### config.mk
export PLATFORM = sky130hd
export DESIGN_NAME = partly_serial_fir
export DESIGN_NICKNAME = d
export VERILOG_FILES = /design/src/source/fir_pkg.sv /design/src/source/fir_tap_line.sv /design/src/source/fir_mac_partition.sv /design/src/source/fir_output_stage.sv /design/src/source/partly_serial_fir.sv
export VERILOG_INCLUDE_DIRS = /design/src /design/src/source
export SDC_FILE = /design/constraint.sdc
export NUM_CORES = 2
export LEC_CHECK = 0
export ABC_AREA = 1
export BUFFER_PORTS_ARGS = -buffer_cell sky130_fd_sc_hd__buf_2
export CELL_PAD_IN_SITES_DETAIL_PLACEMENT = 0
export CELL_PAD_IN_SITES_GLOBAL_PLACEMENT = 1
export CORE_MARGIN = 5
export CORE_UTILIZATION = 45
export CTS_BUF_LIST = sky130_fd_sc_hd__clkbuf_16
export DETAILED_ROUTE_END_ITERATION = 10
export HOLD_SLACK_MARGIN = 0.03
export PLACE_DENSITY_LB_ADDON = 0.05
export RECOVER_POWER = 25
export SETUP_SLACK_MARGIN = 0.4
export SLEW_MARGIN = 20
export SYNTH_ARGS = -nofsm -noshare
export SYNTH_HDL_FRONTEND = slang
export SYNTH_SLANG_ARGS = --single-unit
### constraint.sdc
create_clock -name clk -period 9 [get_ports clk]
set_input_delay 1.8 -clock clk [delete_from_list [all_inputs] [get_ports clk]]
set_output_delay 1.8 -clock clk [all_outputs]
set_load 0.01 [all_outputs]
### src/source/fir_defines.svh
`ifndef FIR_DEFINES_SVH
`define FIR_DEFINES_SVH

// data widths
`define FIR_SAMPLE_W    16    // Q15 input sample
`define FIR_COEFF_W     16    // Q16 coefficient
`define FIR_PROD_W      31    // product bits kept
`define FIR_ACC_W       33    // Q31 accumulator and output

// filter structure
`define FIR_TAPS        8
`define FIR_PARTITIONS  2
`define FIR_STEPS       4     // taps per partition, cycles per sample

// first half of the symmetric response
`define FIR_COEFF_0     16'hddbb
`define FIR_COEFF_1     16'hea8e
`define FIR_COEFF_2     16'h33db
`define FIR_COEFF_3     16'h6808

`endif

### src/source/fir_pkg.sv
`include "fir_defines.svh"

package fir_pkg;

  ////////////////////////////////////////////////////////////////////////////
  // arithmetic types
  ////////////////////////////////////////////////////////////////////////////

  typedef logic signed [`FIR_SAMPLE_W-1:0] sample_t;  // Q15
  typedef logic signed [`FIR_COEFF_W-1:0]  coeff_t;   // Q16
  typedef logic signed [`FIR_PROD_W-1:0]   prod_t;    // Q31, truncated
  typedef logic signed [`FIR_ACC_W-1:0]    acc_t;     // Q31, wraps mod 2^33

  typedef logic [$clog2(`FIR_STEPS)-1:0] step_t;

  ////////////////////////////////////////////////////////////////////////////
  // tap line to partitions
  ////////////////////////////////////////////////////////////////////////////

  typedef struct packed {
    step_t                           step;
    logic                            first;   // step 0 and enabled
    logic                            valid;   // global enable
    sample_t [`FIR_PARTITIONS-1:0]   sample;  // one tap per partition
  } tap_step_t;

  // second half mirrors the first
  localparam coeff_t coeff_table [`FIR_TAPS] = '{
    `FIR_COEFF_0,
    `FIR_COEFF_1,
    `FIR_COEFF_2,
    `FIR_COEFF_3,
    `FIR_COEFF_3,
    `FIR_COEFF_2,
    `FIR_COEFF_1,
    `FIR_COEFF_0
  };

endpackage

### src/source/fir_tap_line.sv
`timescale 1ns/1ns
`include "fir_defines.svh"

module fir_tap_line (
  input  logic                clk,
  input  logic                reset,
  input  logic                clk_enable,
  input  fir_pkg::sample_t    filter_in,
  output fir_pkg::tap_step_t  tap_step,
  output logic                last
);

  import fir_pkg::*;

  localparam step_t LAST_STEP = step_t'(`FIR_STEPS - 1);

  step_t   step_q;
  sample_t delay_line [`FIR_TAPS];
  logic    capture;

  ////////////////////////////////////////////////////////////////////////////
  // phase sequencer
  ////////////////////////////////////////////////////////////////////////////

  // starts on the last step so the first enabled cycle takes a sample
  always_ff @(posedge clk or posedge reset) begin
    if (reset) begin
      step_q <= LAST_STEP;
    end else if (clk_enable) begin
      if (step_q == LAST_STEP) begin
        step_q <= '0;
      end else begin
        step_q <= step_q + 1'b1;
      end
    end
  end

  assign capture = clk_enable && (step_q == LAST_STEP);
  assign last    = capture;

  ////////////////////////////////////////////////////////////////////////////
  // sample delay line
  ////////////////////////////////////////////////////////////////////////////

  always_ff @(posedge clk or posedge reset) begin
    if (reset) begin
      for (int i = 0; i < `FIR_TAPS; i++) begin
        delay_line[i] <= '0;
      end
    end else if (capture) begin
      delay_line[0] <= filter_in;
      for (int i = 1; i < `FIR_TAPS; i++) begin
        delay_line[i] <= delay_line[i-1];
      end
    end
  end

  ////////////////////////////////////////////////////////////////////////////
  // per-step tap selection
  ////////////////////////////////////////////////////////////////////////////

  always_comb begin
    tap_step.step  = step_q;
    tap_step.first = clk_enable && (step_q == '0);
    tap_step.valid = clk_enable;
    for (int p = 0; p < `FIR_PARTITIONS; p++) begin
      tap_step.sample[p] = delay_line[p * `FIR_STEPS + int'(step_q)];  // taps s, s+4
    end
  end

endmodule

### src/source/fir_mac_partition.sv
`timescale 1ns/1ns
`include "fir_defines.svh"

module fir_mac_partition #(
  parameter int PARTITION = 0
) (
  input  logic                clk,
  input  logic                reset,
  input  fir_pkg::tap_step_t  tap_step,
  output fir_pkg::acc_t       partial_sum
);

  import fir_pkg::*;

  localparam int BASE = PARTITION * `FIR_STEPS;  // first coefficient of this half

  coeff_t                                          coeff;
  sample_t                                         sample;
  logic signed [`FIR_SAMPLE_W+`FIR_COEFF_W-1:0]    full_prod;
  prod_t                                           prod;
  acc_t                                            prod_ext;
  acc_t                                            acc_q;

  ////////////////////////////////////////////////////////////////////////////
  // multiply
  ////////////////////////////////////////////////////////////////////////////

  always_comb begin
    coeff     = coeff_table[BASE + int'(tap_step.step)];
    sample    = tap_step.sample[PARTITION];
    full_prod = sample * coeff;
    prod      = full_prod[`FIR_PROD_W-1:0];  // drop top bit, Q31
    prod_ext  = {{(`FIR_ACC_W - `FIR_PROD_W){prod[`FIR_PROD_W-1]}}, prod};
  end

  ////////////////////////////////////////////////////////////////////////////
  // accumulate
  ////////////////////////////////////////////////////////////////////////////

  always_ff @(posedge clk or posedge reset) begin
    if (reset) begin
      acc_q <= '0;
    end else if (tap_step.valid) begin
      if (tap_step.first) begin
        acc_q <= prod_ext;  // restart on step 0
      end else begin
        acc_q <= acc_q + prod_ext;  // wraps mod 2^33
      end
    end
  end

  assign partial_sum = acc_q;

endmodule

### src/source/fir_output_stage.sv
`timescale 1ns/1ns
`include "fir_defines.svh"

module fir_output_stage (
  input  logic                                  clk,
  input  logic                                  reset,
  input  logic                                  clk_enable,
  input  fir_pkg::acc_t [`FIR_PARTITIONS-1:0]   partial_sum,
  input  logic                                  first,
  input  logic                                  last,
  output fir_pkg::acc_t                         filter_out
);

  import fir_pkg::*;

  acc_t sum;
  acc_t final_q;
  acc_t out_q;

  always_comb begin
    sum = '0;
    for (int p = 0; p < `FIR_PARTITIONS; p++) begin
      sum = sum + partial_sum[p];  // 33-bit wrap
    end
  end

  // final sum on step 0, output on the capture step
  always_ff @(posedge clk or posedge reset) begin
    if (reset) begin
      final_q <= '0;
      out_q   <= '0;
    end else if (clk_enable) begin
      if (first) begin
        final_q <= sum;
      end
      if (last) begin
        out_q <= final_q;
      end
    end
  end

  assign filter_out = out_q;

endmodule

### src/source/partly_serial_fir.sv
`timescale 1ns/1ns
`include "fir_defines.svh"

module partly_serial_fir (
  input  logic              clk,
  input  logic              reset,
  input  logic              clk_enable,
  input  fir_pkg::sample_t  filter_in,
  output fir_pkg::acc_t     filter_out
);

  import fir_pkg::*;

  tap_step_t                       tap_step;
  logic                            last;
  acc_t [`FIR_PARTITIONS-1:0]      partial_sum;

  ////////////////////////////////////////////////////////////////////////////
  // sequencer and delay line
  ////////////////////////////////////////////////////////////////////////////

  fir_tap_line u_fir_tap_line (
    .clk        (clk),
    .reset      (reset),
    .clk_enable (clk_enable),
    .filter_in  (filter_in),
    .tap_step   (tap_step),
    .last       (last)
  );

  ////////////////////////////////////////////////////////////////////////////
  // serial MAC partitions
  ////////////////////////////////////////////////////////////////////////////

  for (genvar p = 0; p < `FIR_PARTITIONS; p++) begin : gen_partition
    fir_mac_partition #(
      .PARTITION (p)
    ) u_fir_mac_partition (
      .clk         (clk),
      .reset       (reset),
      .tap_step    (tap_step),
      .partial_sum (partial_sum[p])
    );
  end

  fir_output_stage u_fir_output_stage (
    .clk         (clk),
    .reset       (reset),
    .clk_enable  (clk_enable),
    .partial_sum (partial_sum),
    .first       (tap_step.first),  // already qualified by enable
    .last        (last),
    .filter_out  (filter_out)
  );

endmodule

# Yosys cells after proc, flatten, opt, wreduce, memory -nomap -nowiden
# Memories as Yosys holds them, arrays and structs flattened.
# Index checks and enable logic that the tools add are counted.
op_classes:
  bitwise_logic: 2
  eq_ne: 1
  mux: 13
  n_mul: 2
  reduce_logical: 5
  n_lt_le_gt_ge: 2
  n_addsub: 5
ops:
  columns: ["op", "count"]
  rows:
  - ["two-way mux 16 bit", 8]
  - ["binary-select mux 16 bit (select 3 bit)", 2]
  - ["adder 33 x 31 -> 33 bit", 2]
  - ["two-way mux 33 bit", 2]
  - ["greater-or-equal comparator 32 x 4 -> 1 bit, second input constant", 2]
  - ["multiplier 16 x 16 -> 31 bit", 2]
  - ["adder 33 bit", 1]
  - ["inverter 2 -> 32 bit", 1]
  - ["inverter 4 -> 32 bit", 1]
  - ["adder 3 x 2 -> 4 bit, first input constant", 1]
  - ["AND reduction 2 bit", 2]
  - ["adder 2 x 1 -> 2 bit, second input constant", 1]
  - ["equality test 2 bit, second input constant", 1]
  - ["logical AND 1 bit", 2]
  - ["logical NOT 2 bit", 1]
  - ["two-way mux 2 bit", 1]
word_totals:
  mem_bits_ro: 256
  ff_bits: 262
  out_inout_bits: 33
  memories: 2
  word_cells: 45
memory_table:
  columns: ["memory", "words", "word_bits", "rd", "rd_clocked_by_memory_dff", "write_ports", "line", "rtl"]
  rows:
  - ["(name not given)", 8, 16, 1, 0, 0, "fir_mac_partition.sv:29", "coeff = coeff_table[BASE + int'(tap_step.step)];"]
  - ["(name not given)", 8, 16, 1, 0, 0, "fir_mac_partition.sv:29", null]

# Longest topological paths before layout
logic_depth:
  word_depth: 8
  depth_mapped: 46
  depth_no_buf: 43

# Cells and area by module
# Synthesis repeated with hierarchy kept, for this count alone.
unflattened:
  cells_unflattened: 5152
  hier_area_um2: 38171.6
modules_own_cells:
  columns: ["module", "cells_per_inst", "seq_area_each_um2", "area_each_um2", "n_inst"]
  rows:
  - ["fir_mac_partition (gen_partition[1].u_fir_mac_partition)", 1800, 825.8, 13476.7, 1]
  - ["fir_mac_partition (gen_partition[0].u_fir_mac_partition)", 1821, 825.8, 13441.6, 1]
  - ["fir_tap_line", 801, 3255.6, 6368.6, 1]
  - ["fir_output_stage", 730, 1651.6, 4884.7, 1]

# Worst setup path after synthesis
# No wires, ideal clock.
synth_path:
  path_type: "register to register"
  startpoint: "register u_fir_tap_line.step_q[0]"
  endpoint: "register gen_partition[0].u_fir_mac_partition.acc_q[32]"
  setup_slack_ps: 1047
  required_time_ps: 8882
  synth_period_minus_slack_ps: 7953
  t_arrival_ps: 7835
  path_stages_with_launch: 42
  setup_ps: 118
  path_cell_list: "dfstp_2 -> buf_6 -> inv_4 -> clkbuf_1 -> clkbuf_1 -> ha_1 -> buf_2 -> clkinv_1 -> nor2_1 -> inv_1 -> fa_1 -> fa_1 -> inv_1 -> fa_1 -> fa_1 -> fa_1 -> fa_1 -> ha_1 -> (+6 left out) -> nand3_1 -> nand2_1 -> and2_1 -> ha_1 -> nand2_1 -> inv_1 -> nand2_1 -> inv_1 -> nand2_1 -> inv_1 -> a21oi_1 -> nand2_1 -> nand2_1 -> nand3_1 -> inv_1 -> nand2_1 -> nand3_1 -> nand2_1"
synth_between:
  elab_chain_cells: 7
synth_rtl:
  columns: ["item", "line", "rtl"]
  rows:
  - ["from (decl)", "fir_tap_line.sv:17", "step_t step_q;"]
  - ["from (signal assigned)", "fir_tap_line.sv:33", "step_q <= step_q + 1'b1;"]
  - ["inverter 2 -> 32 bit", "fir_tap_line.sv:67, fir_mac_partition.sv:29", null]
  - ["memory read (8 x 16 bit) / binary-select mux 16 bit (select 3 bit) (equally long branches)", null, null]
  - ["two-way mux 16 bit, on equally long branches (2 in series)", "fir_mac_partition.sv:29, fir_tap_line.sv:67", null]
  - ["multiplier 16 x 16 -> 31 bit", "fir_mac_partition.sv:31", "full_prod = sample * coeff;"]
  - ["adder 33 x 31 -> 33 bit", "fir_mac_partition.sv:47", "acc_q <= acc_q + prod_ext;"]
  - ["two-way mux 33 bit *", "fir_mac_partition.sv:44", "if (tap_step.first) begin"]
  - ["to (signal assigned)", "fir_mac_partition.sv:45", "acc_q <= prod_ext;"]
  - ["to (signal assigned)", "fir_mac_partition.sv:47", null]
  - ["to (decl)", "fir_mac_partition.sv:22", "acc_t acc_q;"]
# Mark *: on every way between the ends. The rest lies on a longest branch, timed or not. The select of a mux whose other input is x is not followed.
# A chain may end at the register's enable or synchronous reset.

# Worst setup path in the final report
layout_path:
  startpoint: "register u_fir_tap_line.step_q[0]"
  endpoint: "register gen_partition[1].u_fir_mac_partition.acc_q[19]"
layout_between:
  elab_chain_cells: 8
layout_rtl:
  columns: ["item", "line"]
  rows:
  - ["adder 3 x 2 -> 4 bit", "fir_tap_line.sv:67, fir_mac_partition.sv:29"]
  - ["inverter 4 -> 32 bit", "fir_tap_line.sv:67, fir_mac_partition.sv:29"]
  - ["memory read (8 x 16 bit) / binary-select mux 16 bit (select 3 bit) (equally long branches)", null]
  - ["two-way mux 16 bit, on equally long branches (2 in series)", "fir_mac_partition.sv:29, fir_tap_line.sv:67"]
  - ["multiplier 16 x 16 -> 31 bit", "fir_mac_partition.sv:31"]
  - ["adder 33 x 31 -> 33 bit", "fir_mac_partition.sv:47"]
  - ["two-way mux 33 bit *", "fir_mac_partition.sv:44"]
  - ["to (signal assigned)", "fir_mac_partition.sv:45"]
  - ["to (signal assigned)", "fir_mac_partition.sv:47"]
  - ["to (decl)", "fir_mac_partition.sv:22"]
# Marked as above.

==> impl_metrics.tcl <==
set metrics [dict create \
    max_freq_ghz 0.120 \
    fin_skew_ns 0.0327 \
    rsz0062_at_grt "yes" \
    clock_sinks 262 \
    crit_fanout 16 \
    cts_root_buf "clkbuf_16" \
    hpwlAfterDp_um 97000 \
    yosysWarningCount 0 \
    grt_pass1_wl_um 183000 \
    setup_viol 0 \
    yosysMostFrequentCell "inv_1" \
    ios 52 \
    hold_path_startpoint "u_fir_output_stage.final_q[25]" \
    netlist_area_um2 36500 \
    detail_route.first_pass.iterations 6 \
    antenna_found_initial 0 \
    synth.area.top_cells "fa_1 (28%), dfrtp_1 (18%), inv_1 (9.9%), ha_1 (9.4%), nand2_1 (9.0%)" \
    via_per_inst 5.13 \
    fp-row-count 104 \
    grt-busiest-layer "met2" \
    synth_area_leader_cell "fa_1" \
    yosysSeqAreaShare_pct 18.0 \
    gp_congestion 0.913 \
    end_kind "register" \
    synthDistinctLibCells 57 \
    syn_to_final_growth_pct 9.80 \
    synth_edf_count 0 \
    overflow 0 \
    fin_crit_ns 8.33 \
    start_util_pct 45.3 \
    met1_usage_pct 40.0 \
    vias 30047 \
    h-tree-depth 2 \
    critical_path_class "reg -> reg" \
    grt_pass1_vias 30780 \
    syn_avg_cell_area_um2 7.80 \
    slowest_stage "dfstp_4" \
    start_kind "register" \
    wl_um 116000 \
    synth_top_area_share_pct 28.0 \
    met2_usage_pct 43.1 \
    finalSetupTns_ns 0 \
    period_share_pct 92.6 \
    worst_slew_pin_slew_ns 3.86 \
    drc 0 \
    drtIter0Drc 2078 \
    cpPeakStageDelay_ns 0.75 \
    clockBufferDepth 3 \
    timing.critical_path.mode_cell "fa_1" \
    violations "max-capacitance violations, max-slew violations" \
    worstSkewPairLatency_ns 0.57 \
    grt_max_degree 256 \
    cts_buffers 36 \
    ys_async_sr_fraction_pct 100 \
    reg2reg_depth 31 \
    arrival_ns 8.77 \
    layout.nets 5577 \
    wire_per_inst_um 19.8 \
    core_um2 80500 \
    tritoncts "yes" \
    hold_depth 2 \
    grt_use_met3_pct 3.77 \
    die_area_um2 86900 \
    outcome "complete, but fails checks" \
    synthFlopType "dfrtp_1" \
    clkTransAtPathRegs_ns 0.06 \
    regToRegStartpoint "u_fir_tap_line.step_q[0]" \
    synthCells 4678 \
    maxCapViolCount 2 \
    die_h_um 295 \
    slew_violations 178 \
    drive_gt1_share_pct 9.19 \
    hold_path.class "reg -> reg" \
    drtAntennaViolNets 0 \
    port_buffers 51 \
    synth_common_cells "inv_1 (959), nand2_1 (871), fa_1 (511), nor2_1 (484), a21oi_1 (290)" \
    die_w_um 295 \
    cp.required_ns 9.44 \
    timing_hold_violations_final 0 \
    slew_headroom_pct -158 \
    synth_seq_cells 262 \
    r2r_setup_slack_ns 0.67 \
    synth_nets 5483 \
    groute.usage.overall_pct 27.0 \
    hold_end "u_fir_output_stage.final_q[25]" \
]
## critical path: cells and delay by family, from the launching register on
kind,cells,cell delay (ns)
AO/OA/AOI/OAI,5,1.21
buffers and inverters,8,1.25
AND/OR/NAND/NOR,8,1.19
adder cells (fa/ha/maj),9,3.50
flip-flops,1,0.75
XOR/XNOR,1,0.28
## layout by cell type (no fill, tap or decap), types with 7 or more instances in the layout
| master | synthesis | final |
|---|---|---|
| a21o_1 | 14 | 14 |
| a21oi_1 | 290 | 280 |
| a21oi_2 | 5 | 14 |
| a31oi_1 | 14 | 14 |
| and2_1 | 12 | 11 |
| buf_2 | 25 | 49 |
| buf_4 | 5 | 104 |
| bufinv_16 | 0 | 8 |
| clkbuf_16 | 0 | 37 |
| dfrtp_1 | 260 | 260 |
| fa_1 | 511 | 510 |
| ha_1 | 275 | 266 |
| ha_2 | 0 | 9 |
| inv_1 | 959 | 962 |
| inv_2 | 13 | 16 |
| mux2_2 | 16 | 16 |
| nand2_1 | 871 | 855 |
| nand2_2 | 26 | 41 |
| nand3_1 | 220 | 218 |
| nand3_2 | 11 | 13 |
| nand3b_1 | 19 | 19 |
| nand4_1 | 50 | 50 |
| nor2_1 | 484 | 456 |
| nor2_2 | 15 | 35 |
| nor2_4 | 0 | 8 |
| nor3_1 | 29 | 26 |
| nor3_2 | 6 | 9 |
| o211ai_1 | 25 | 25 |
| o211ai_2 | 7 | 7 |
| o21ai_0 | 252 | 245 |
| o21ai_1 | 13 | 18 |
| o21ai_2 | 13 | 15 |
| o21bai_1 | 30 | 30 |
| or2_2 | 19 | 19 |
| xnor2_1 | 18 | 18 |
| xor2_1 | 37 | 33 |
## how the worst max path moves through the flow
stage | depth (start not counted) | from | endpoint | slack [ns]
final | 31 | u_fir_tap_line.step_q[0] | register | 0.67
after global routing | 36 | u_fir_tap_line.step_q[0] | register | 0.25
after CTS | 34 | u_fir_tap_line.step_q[1] | register | 0.40
after detailed placement | 32 | u_fir_tap_line.step_q[1] | register | 0.08
after global placement | 32 | u_fir_tap_line.step_q[1] | register | 0.03
after floorplan | 41 | u_fir_tap_line.step_q[0] | register | 1.05
## final cells by class
type,instances,area [µm²]
Multi-Input combinational cell,3331,26100
Timing Repair Buffer,165,1170
Tap cell,1060,1330
Sequential cell,262,6560
Fill cell,8105,40500
Inverter,976,3680
Clock buffer,36,901
Clock inverter,28,362
Antenna cell,1,2.50
## metal layers
metal,routed length (µm),share of wire [%]
met3,6520,5.6
met2,52800,46
met1,54300,47
met5,0,0
met4,2350,2.0
## stage by stage
step           cells  setup WS (ns)  utilization (%)  instance area [µm²]  hold WS [ns]
3_5_place_dp    5774         0.0841             47.6                38300         0.468
5_1_grt         5858          0.246             49.8                40100         0.505
3_3_place_gp    5774         0.0295             47.6                38300         0.463
4_1_cts         5839          0.400             49.2                39600         0.485
2_1_floorplan   4678           1.05                -                36500         0.445
6_report        5859          0.670             49.8                40100         0.478
## cells by family (layout without fill, tap and decap cells)
| family | Yosys count | count (layout) | synth area share, % |
|---|---|---|---|
| AND/OR/NAND/NOR | 1777 | 1777 | 20.6 |
| flip-flops | 262 | 262 | 18.0 |
| other | 0 | 1 | 0 |
| buffers and inverters | 1085 | 1205 | 11.5 |
| XOR/XNOR | 57 | 57 | 1.41 |
| adder cells (fa/ha/maj) | 786 | 786 | 37.4 |
| AO/OA/AOI/OAI | 695 | 695 | 10.7 |
| multiplexers | 16 | 16 | 0.494 |
## registers in the layout, summed over array words and instances, names as in the netlist
name                                           cells
gen_partition.u_fir_mac_partition.partial_sum     66
u_fir_output_stage.filter_out                     33
u_fir_tap_line.step_q                              2
u_fir_output_stage.final_q                        33
u_fir_tap_line.delay_line                        128
## timing repair
action	in CTS	in global routing
pin swaps	0	4
resized for setup	11	95
setup buffers	1	18
endpoints found under the setup margin	17	36
cloned	0	1
hold buffers	0	0
Power is left out: the tool's default activity adds up to more than one toggle a clock period on the data nets, which glitch-free logic cannot reach.
